--- src/common/bnn_params.svh ---
`ifndef BNN_PARAMS_SVH
`define BNN_PARAMS_SVH

// ##########################################################
// network sizes
// ##########################################################

`define BNN_FEAT_CNT    4 // features per sample.
`define BNN_FEAT_BITS   4 // unsigned width of one feature.
`define BNN_HIDDEN_CNT  8 // hidden neurons in the first layer.
`define BNN_CLASS_CNT   4 // output classes.

// ##########################################################
// fixed weights
// ##########################################################

// Row j of the first layer sits at bits j*FEAT_CNT and up.
// A set bit is a weight of +1 and a clear bit a weight of -1.
`define BNN_W1 32'hA5C3_1E69

// Row k of the second layer belongs to class k.
// A set bit means the class expects a hidden bit of 1.
`define BNN_W2 32'h6ED3_A597

`endif

--- src/common/bnn_pkg.sv ---
`include "bnn_params.svh"

package bnn_pkg;

  // ##########################################################
  // derived widths
  // ##########################################################

  localparam int SCORE_BITS = $clog2(`BNN_HIDDEN_CNT + 1); // holds 0 to HIDDEN_CNT.
  localparam int CLASS_BITS = (`BNN_CLASS_CNT > 1) ? $clog2(`BNN_CLASS_CNT) : 1;

  // ##########################################################
  // stage payloads
  // ##########################################################

  typedef struct packed {
    logic [`BNN_FEAT_CNT-1:0][`BNN_FEAT_BITS-1:0] feat; // feat[i] is feature i.
  } sample_t;

  typedef struct packed {
    logic [`BNN_HIDDEN_CNT-1:0] bits; // bits[j] is the sign of neuron j.
  } hidden_t;

  typedef struct packed {
    logic [`BNN_CLASS_CNT-1:0][SCORE_BITS-1:0] count; // count[k] is the score of class k.
  } scores_t;

  typedef struct packed {
    logic [CLASS_BITS-1:0] class_id;
    logic [SCORE_BITS-1:0] best_score;
  } result_t;

endpackage

--- src/design/bnn_top.sv ---
`timescale 1ns/10ps
`include "bnn_params.svh"

module bnn_top (
  input  logic              clk,
  input  logic              rst,
  input  logic              sample_valid,
  input  bnn_pkg::sample_t  sample,
  output logic              busy,
  output logic              class_valid,
  output bnn_pkg::result_t  result
);

  bnn_pkg::hidden_t  hidden;
  logic              hidden_valid;
  bnn_pkg::scores_t  scores;
  logic              scores_valid;

  // ##########################################################
  // three stage pipeline
  // ##########################################################

  // the first layer drops a strobe that arrives while it is busy.
  first_layer_seq u_first_layer (
    .clk          (clk),
    .rst          (rst),
    .start        (sample_valid),
    .sample       (sample),
    .busy         (busy),
    .hidden       (hidden),
    .hidden_valid (hidden_valid)
  );

  xnor_popcount_layer u_second_layer (
    .clk          (clk),
    .rst          (rst),
    .hidden       (hidden),
    .hidden_valid (hidden_valid),
    .scores       (scores),
    .scores_valid (scores_valid)
  );

  class_argmax u_argmax (
    .clk          (clk),
    .rst          (rst),
    .scores       (scores),
    .scores_valid (scores_valid),
    .result       (result),
    .class_valid  (class_valid)
  );

endmodule

--- src/design/class_argmax.sv ---
`timescale 1ns/10ps
`include "bnn_params.svh"

module class_argmax (
  input  logic              clk,
  input  logic              rst,
  input  bnn_pkg::scores_t  scores,
  input  logic              scores_valid,
  output bnn_pkg::result_t  result,
  output logic              class_valid
);

  localparam int CLASS_CNT  = `BNN_CLASS_CNT;
  localparam int CLASS_BITS = bnn_pkg::CLASS_BITS;

  bnn_pkg::result_t best;

  // ##########################################################
  // winner search
  // ##########################################################

  // Only a strictly larger count replaces the candidate. The lowest index wins a tie.
  always_comb begin
    best.class_id   = '0;
    best.best_score = scores.count[0];
    for (int k = 1; k < CLASS_CNT; k++) begin
      if (scores.count[k] > best.best_score) begin
        best.class_id   = CLASS_BITS'(k);
        best.best_score = scores.count[k];
      end
    end
  end

  // ##########################################################
  // result register
  // ##########################################################

  always_ff @(posedge clk or posedge rst) begin
    if (rst) begin
      class_valid <= 1'b0;
    end else begin
      class_valid <= scores_valid; // one pulse per score set.
    end
  end

  always_ff @(posedge clk) begin
    if (scores_valid) begin
      result <= best;
    end
  end

endmodule

--- src/design/xnor_popcount_layer.sv ---
`timescale 1ns/10ps
`include "bnn_params.svh"

module xnor_popcount_layer (
  input  logic              clk,
  input  logic              rst,
  input  bnn_pkg::hidden_t  hidden,
  input  logic              hidden_valid,
  output bnn_pkg::scores_t  scores,
  output logic              scores_valid
);

  localparam int HIDDEN_CNT = `BNN_HIDDEN_CNT;
  localparam int CLASS_CNT  = `BNN_CLASS_CNT;
  localparam int SCORE_BITS = bnn_pkg::SCORE_BITS;

  localparam logic [CLASS_CNT*HIDDEN_CNT-1:0] W2 = `BNN_W2;

  // ##########################################################
  // agreement count per class
  // ##########################################################

  function automatic logic [SCORE_BITS-1:0] ones_count(input logic [HIDDEN_CNT-1:0] bits);
    logic [SCORE_BITS-1:0] n;
    n = '0;
    for (int j = 0; j < HIDDEN_CNT; j++) begin
      n = n + SCORE_BITS'(bits[j]);
    end
    return n;
  endfunction

  bnn_pkg::scores_t score_d;
  logic [HIDDEN_CNT-1:0] agree;

  always_comb begin
    score_d = '0;
    agree = '0;
    for (int k = 0; k < CLASS_CNT; k++) begin
      agree = hidden.bits ~^ W2[k*HIDDEN_CNT +: HIDDEN_CNT]; // set where bit matches weight.
      score_d.count[k] = ones_count(agree);
    end
  end

  // ##########################################################
  // output register
  // ##########################################################

  always_ff @(posedge clk or posedge rst) begin
    if (rst) begin
      scores_valid <= 1'b0;
    end else begin
      scores_valid <= hidden_valid;
    end
  end

  always_ff @(posedge clk) begin
    if (hidden_valid) begin
      scores <= score_d;
    end
  end

endmodule

--- src/first_layer/first_layer_seq.sv ---
`timescale 1ns/10ps
`include "bnn_params.svh"

module first_layer_seq (
  input  logic              clk,
  input  logic              rst,
  input  logic              start,
  input  bnn_pkg::sample_t  sample,
  output logic              busy,
  output bnn_pkg::hidden_t  hidden,
  output logic              hidden_valid
);

  localparam int FEAT_CNT   = `BNN_FEAT_CNT;
  localparam int FEAT_BITS  = `BNN_FEAT_BITS;
  localparam int HIDDEN_CNT = `BNN_HIDDEN_CNT;
  localparam int CNT_LEN    = $clog2(HIDDEN_CNT + 1);
  localparam int NEG_BITS   = $clog2(FEAT_CNT + 1);
  localparam int SUM_BITS   = FEAT_BITS + $clog2(FEAT_CNT + 1) + 1;

  localparam logic [HIDDEN_CNT*FEAT_CNT-1:0] W1 = `BNN_W1;

  typedef logic [2**CNT_LEN-1:0][FEAT_CNT-1:0] row_map_t;
  typedef logic [2**CNT_LEN-1:0][NEG_BITS-1:0] neg_map_t;

  // ##########################################################
  // neuron order and weight tables
  // ##########################################################

  function automatic logic [CNT_LEN-1:0] lfsr_step(input logic [CNT_LEN-1:0] state);
    return {state[CNT_LEN-2:0], state[CNT_LEN-1] ~^ state[CNT_LEN-2]};
  endfunction

  function automatic logic [CNT_LEN-1:0] lfsr_n(input int n);
    logic [CNT_LEN-1:0] state;
    state = '0;
    for (int i = 0; i < n; i++) begin
      state = lfsr_step(state);
    end
    return state;
  endfunction

  function automatic logic [NEG_BITS-1:0] neg_count(input logic [FEAT_CNT-1:0] row);
    logic [NEG_BITS-1:0] n;
    n = '0;
    for (int i = 0; i < FEAT_CNT; i++) begin
      n = n + NEG_BITS'(!row[i]);
    end
    return n;
  endfunction

  function automatic row_map_t build_row_map();
    row_map_t map;
    map = '0;
    for (int j = 0; j < HIDDEN_CNT; j++) begin
      map[lfsr_n(j)] = W1[j*FEAT_CNT +: FEAT_CNT];
    end
    return map;
  endfunction

  function automatic neg_map_t build_neg_map();
    neg_map_t map;
    map = '0;
    for (int j = 0; j < HIDDEN_CNT; j++) begin
      map[lfsr_n(j)] = neg_count(W1[j*FEAT_CNT +: FEAT_CNT]);
    end
    return map;
  endfunction

  // The xnor counter never visits all ones, so 8 neurons fit in 4 bits.
  localparam logic [CNT_LEN-1:0] SEED_STATE = lfsr_n(0);
  localparam logic [CNT_LEN-1:0] LAST_STATE = lfsr_n(HIDDEN_CNT - 1);
  localparam logic [CNT_LEN-1:0] END_STATE  = lfsr_n(HIDDEN_CNT);
  localparam row_map_t ROW_MAP = build_row_map();
  localparam neg_map_t NEG_MAP = build_neg_map();

  logic [CNT_LEN-1:0]          cnt;
  bnn_pkg::sample_t            sample_q;
  logic [FEAT_CNT-1:0]         row;
  logic [FEAT_BITS:0]          term;
  logic signed [SUM_BITS-1:0]  sum;

  assign busy = (cnt != END_STATE); // idle parks the counter on the end state.
  assign row  = ROW_MAP[cnt];

  // ##########################################################
  // signed sum of the current neuron
  // ##########################################################

  // A clear weight bit gives ~f which is -f-1. The negative count puts the ones back.
  always_comb begin
    sum = signed'({{(SUM_BITS-NEG_BITS){1'b0}}, NEG_MAP[cnt]});
    term = '0;
    for (int i = 0; i < FEAT_CNT; i++) begin
      term = {(FEAT_BITS+1){row[i]}} ~^ {1'b0, sample_q.feat[i]};
      sum = sum + signed'({{(SUM_BITS-FEAT_BITS-1){term[FEAT_BITS]}}, term});
    end
  end

  always_ff @(posedge clk or posedge rst) begin
    if (rst) begin
      cnt          <= END_STATE;
      hidden_valid <= 1'b0;
    end else begin
      hidden_valid <= busy && (cnt == LAST_STATE); // last neuron lands on this edge.
      if (!busy && start) begin
        cnt <= SEED_STATE;
      end else if (busy) begin
        cnt <= lfsr_step(cnt);
      end
    end
  end

  always_ff @(posedge clk) begin
    if (!busy && start) begin
      sample_q <= sample;
    end
    if (busy) begin
      hidden.bits <= {~sum[SUM_BITS-1], hidden.bits[HIDDEN_CNT-1:1]}; // neuron 0 ends in bit 0.
    end
  end

endmodule

--- config.mk ---
export PLATFORM = sky130hd
export DESIGN_NAME = bnn_top
export DESIGN_NICKNAME = d
export VERILOG_FILES = /design/src/common/bnn_pkg.sv /design/src/design/bnn_top.sv /design/src/design/class_argmax.sv /design/src/design/xnor_popcount_layer.sv /design/src/first_layer/first_layer_seq.sv
export VERILOG_INCLUDE_DIRS = /design/src /design/src/common
export SDC_FILE = /design/constraint.sdc
export NUM_CORES = 1
export LEC_CHECK = 0
export ABC_AREA = 1
export BUFFER_PORTS_ARGS = -buffer_cell sky130_fd_sc_hd__buf_4
export CORE_MARGIN = 2
export CORE_UTILIZATION = 55
export DETAILED_ROUTE_END_ITERATION = 8
export GPL_TIMING_DRIVEN = 0
export PLACE_DENSITY = 0.74
export SYNTH_ARGS = -nofsm -noshare
export SYNTH_HDL_FRONTEND = slang
export SYNTH_HIERARCHICAL = 1
export SYNTH_SLANG_ARGS = --single-unit
--- constraint.sdc ---
create_clock -name clk -period 4.3 [get_ports clk]
set_input_delay 0.645 -clock clk [delete_from_list [all_inputs] [get_ports clk]]
set_output_delay 0.645 -clock clk [all_outputs]
set_load 0.05 [all_outputs]
==> flow_metrics.env <==
export IMPL_setup_violations_final=0
export IMPL_cts_root_buf="clkbuf_8"
export IMPL_htree_num_levels=2
export IMPL_postPlaceCellArea_um2=4040
export IMPL_wire_per_inst_um=12.3
export IMPL_core_area_um2=6680
export IMPL_min_period_over_period_pct=82.1
export IMPL_cts_sinks=53
export IMPL_cts_tree="yes"
export IMPL_drtPass1Iterations=4
export IMPL_p_leak_nw=2.00
export IMPL_syn_cell_area_um2=3750
export IMPL_crit_fanout=5
export IMPL_synth_top_area_share_pct=36.8
export IMPL_netlist_top_cell_by_area="edfxtp_1"
export IMPL_rsz0062_at_grt="false"
export IMPL_critical_path_depth=17
export IMPL_power_density_nw_per_um2=216
export IMPL_vias=2263
export IMPL_syn_avg_cell_area_um2=10.7
export IMPL_die_h_um=86.6
export IMPL_n_antenna_cell=0
export IMPL_post_cts_buffers=0
export IMPL_first_global_vias=2284
export IMPL_slew_headroom_pct=22.1
export IMPL_cp_slowest_cell="fa_1"
export IMPL_final_common_cell="inv_1"
export IMPL_fin_area_um2=4150
export IMPL_clk_pin_slew_worst_paths_ps=90
export IMPL_pin_count=27
export IMPL_die_area_um2=7490
export IMPL_crit_buf_inv=3
export IMPL_cts_buffer_depth=2
export IMPL_synth_nets=437
export IMPL_areaGrowthSynthToFinish_pct=10.8
export IMPL_endpoint_kind="flop"
export IMPL_rr_worst_depth=17
export IMPL_cts_resized=0
export IMPL_synthCells=350
export IMPL_outcome="finished, final reports clean"
export IMPL_drt_first_iter_violations=83
export IMPL_worst_hold_path_type="in2async"
export IMPL_worst_path_largest_cell_delay_ps=540
export IMPL_gp_congestion=0.862
export IMPL_cts_buffers=5
export IMPL_antenna_found_initial=0
export IMPL_grt_total_usage_pct=16.9
export IMPL_wl_mm=5.69
export IMPL_place_port_buffers=26
export IMPL_ys_types=26
export IMPL_tightest_slew_ps=1160
export IMPL_path_cells="inv_1 -> ha_1 -> nand2_1 -> o21ai_1 -> o21ai_4 -> xor2_1 -> fa_1 -> inv_1 -> fa_1 -> inv_1 -> ha_1 -> a21oi_1 -> nand2_1 -> nand2_1 -> nand2_1 -> nand2_1 -> nand2_1"
export IMPL_path_delay_family="adder cells"
export IMPL_synth_seq_cells=53
export IMPL_fin_nets=470
export IMPL_clk_latency_ps=300
export IMPL_ys_seq_area_share_pct=41.6
export IMPL_drv_cap=0
export IMPL_grt_first_pass_wirelength_mm=9.86
export IMPL_fin_crit_ps=3530
export IMPL_gr_total_overflow=0
export IMPL_hold_violations=0
export IMPL_ant_nets=0
export IMPL_drc=0
export IMPL_cts_hold_buf=0
export IMPL_max_freq_ghz=0.283
export IMPL_rows=30
export IMPL_start_kind="flop"
export IMPL_worstSetupPathType="reg2reg"
export IMPL_drive_above_1_share_pct=15.6
export IMPL_dp_final_hpwl_mm=4.76
export IMPL_die_w_um=86.6
export IMPL_nFillCells=554
export IMPL_cp_required_ps=4370
export IMPL_synth_area_leaders="edfxtp_1 37%, fa_1 15%, ha_1 13%"
export IMPL_ir_worst_vdd_mv=0.157
export IMPL_arrival_ps=3600
export IMPL_slew_viol_final=0
export IMPL_finalSetupTns_ps=0
export IMPL_cp_common_cell="nand2_1"
export IMPL_via_per_inst=4.88
export IMPL_clock_skew_ps=7.08
export IMPL_final_cell_mix="77 x inv_1, 62 x nand2_1, 46 x edfxtp_1, 40 x ha_1, 28 x fa_1"
export IMPL_yosys_warnings=6
export IMPL_initial_utilization_pct=56.1
export IMPL_grt_start_max_net_pins=18
==> worst reg2reg max path, cell delays in order (launching register included) <==
cell and delay [ps]:
dfrtp_1 440, inv_1 120, ha_1 230, nand2_1 110
o21ai_1 110, o21ai_4 260, xor2_1 140, fa_1 540
inv_1 50, fa_1 520, inv_1 40, ha_1 300
a21oi_1 150, nand2_1 70, nand2_1 70, nand2_1 50
nand2_1 50, nand2_1 40
==> power by group <==
group          total [mW]  leakage [nW]  internal (mW)  switching, mW
logic              0.0145          1.42         0.0104        0.00412
registers           0.553         0.531          0.553              0
clock network       0.329        0.0518          0.171          0.158
==> worst paths after layout <==
kind,startpoint,endpoint,slack (ps)
setup / recovery,u_first_layer/cnt[0],u_first_layer/hidden[7],770
hold / removal,rst,u_second_layer/scores_valid,190
setup reg to reg,u_first_layer/cnt[0],u_first_layer/hidden[7],770
hold reg to reg,u_second_layer/scores[13],u_argmax/result[1],560
max in group asynchronous,rst,u_first_layer/cnt[2],3750
min in group clk,sample[14],u_first_layer/sample_q[14],510
==> Yosys cell counts <==
library cell,count
a21oi_1,8
and2_1,1
buf_6,2
dfrtp_1,5
dfstp_2,2
edfxtp_1,46
fa_1,28
ha_1,40
inv_1,77
inv_2,4
inv_6,1
nand2_1,62
nand2_2,6
nand2_4,3
nand3_1,20
nand3_2,5
nand4_1,1
nor2_1,6
nor2_2,1
o21ai_0,4
o21ai_1,2
o21ai_2,2
o21ai_4,1
o22ai_1,3
xnor2_1,9
xor2_1,11
==> kinds of logic after synthesis <==
family                   synth area share (%)
AO/OA/AOI/OAI                            3.27
XOR/XNOR                                 4.67
adder cells (fa/ha/maj)                  28.3
buffers and inverters                    8.95
flip-flops                               41.6
AND/OR/NAND/NOR                          13.2
==> metal layers <==
metal,GRT usage (%),up-vias,part of all wire (%)
li1,-,1167,-
met1,18.8,1057,42
met2,33.1,32,55
met3,3.05,7,2.5
met4,3.69,0,1.1
met5,0,-,0
==> layout make-up <==
type,instances,area (µm²),share of cell area [%]
Multi-Input combinational cell,213,1850,44.6
Sequential cell,53,1560,37.5
Inverter,82,313,7.53
Timing Repair Buffer,26,195,4.70
Tap cell,80,100,2.41
Clock buffer,5,68.8,1.66
Clock inverter,3,41.3,0.994
Buffer,2,22.5,0.542
==> registers in the layout, indices dropped and copies added, names as in the netlist <==
signal                       count
u_second_layer/scores           16
u_first_layer/hidden             8
u_first_layer/hidden_valid       1
u_argmax/result                  6
u_first_layer/cnt                4
u_second_layer/scores_valid      1
u_first_layer/sample_q          16
u_argmax/class_valid             1
==> through the flow <==
stage | instances | setup WS (ps) | power (mW) | util [%] | hold WS, ps
5_1_grt | 464 | 456 | 0.927 | 62.2 | 180
2_1_floorplan | 350 | 993 | 0.566 | - | 374
3_5_place_dp | 456 | 754 | 0.579 | 60.5 | 523
3_3_place_gp | 456 | 787 | 0.579 | 60.5 | 522
4_1_cts | 464 | 763 | 0.909 | 62.2 | 183
6_report | 464 | 771 | 0.897 | 62.2 | 193
No activity file was read; power rests on OpenSTA's default activity.
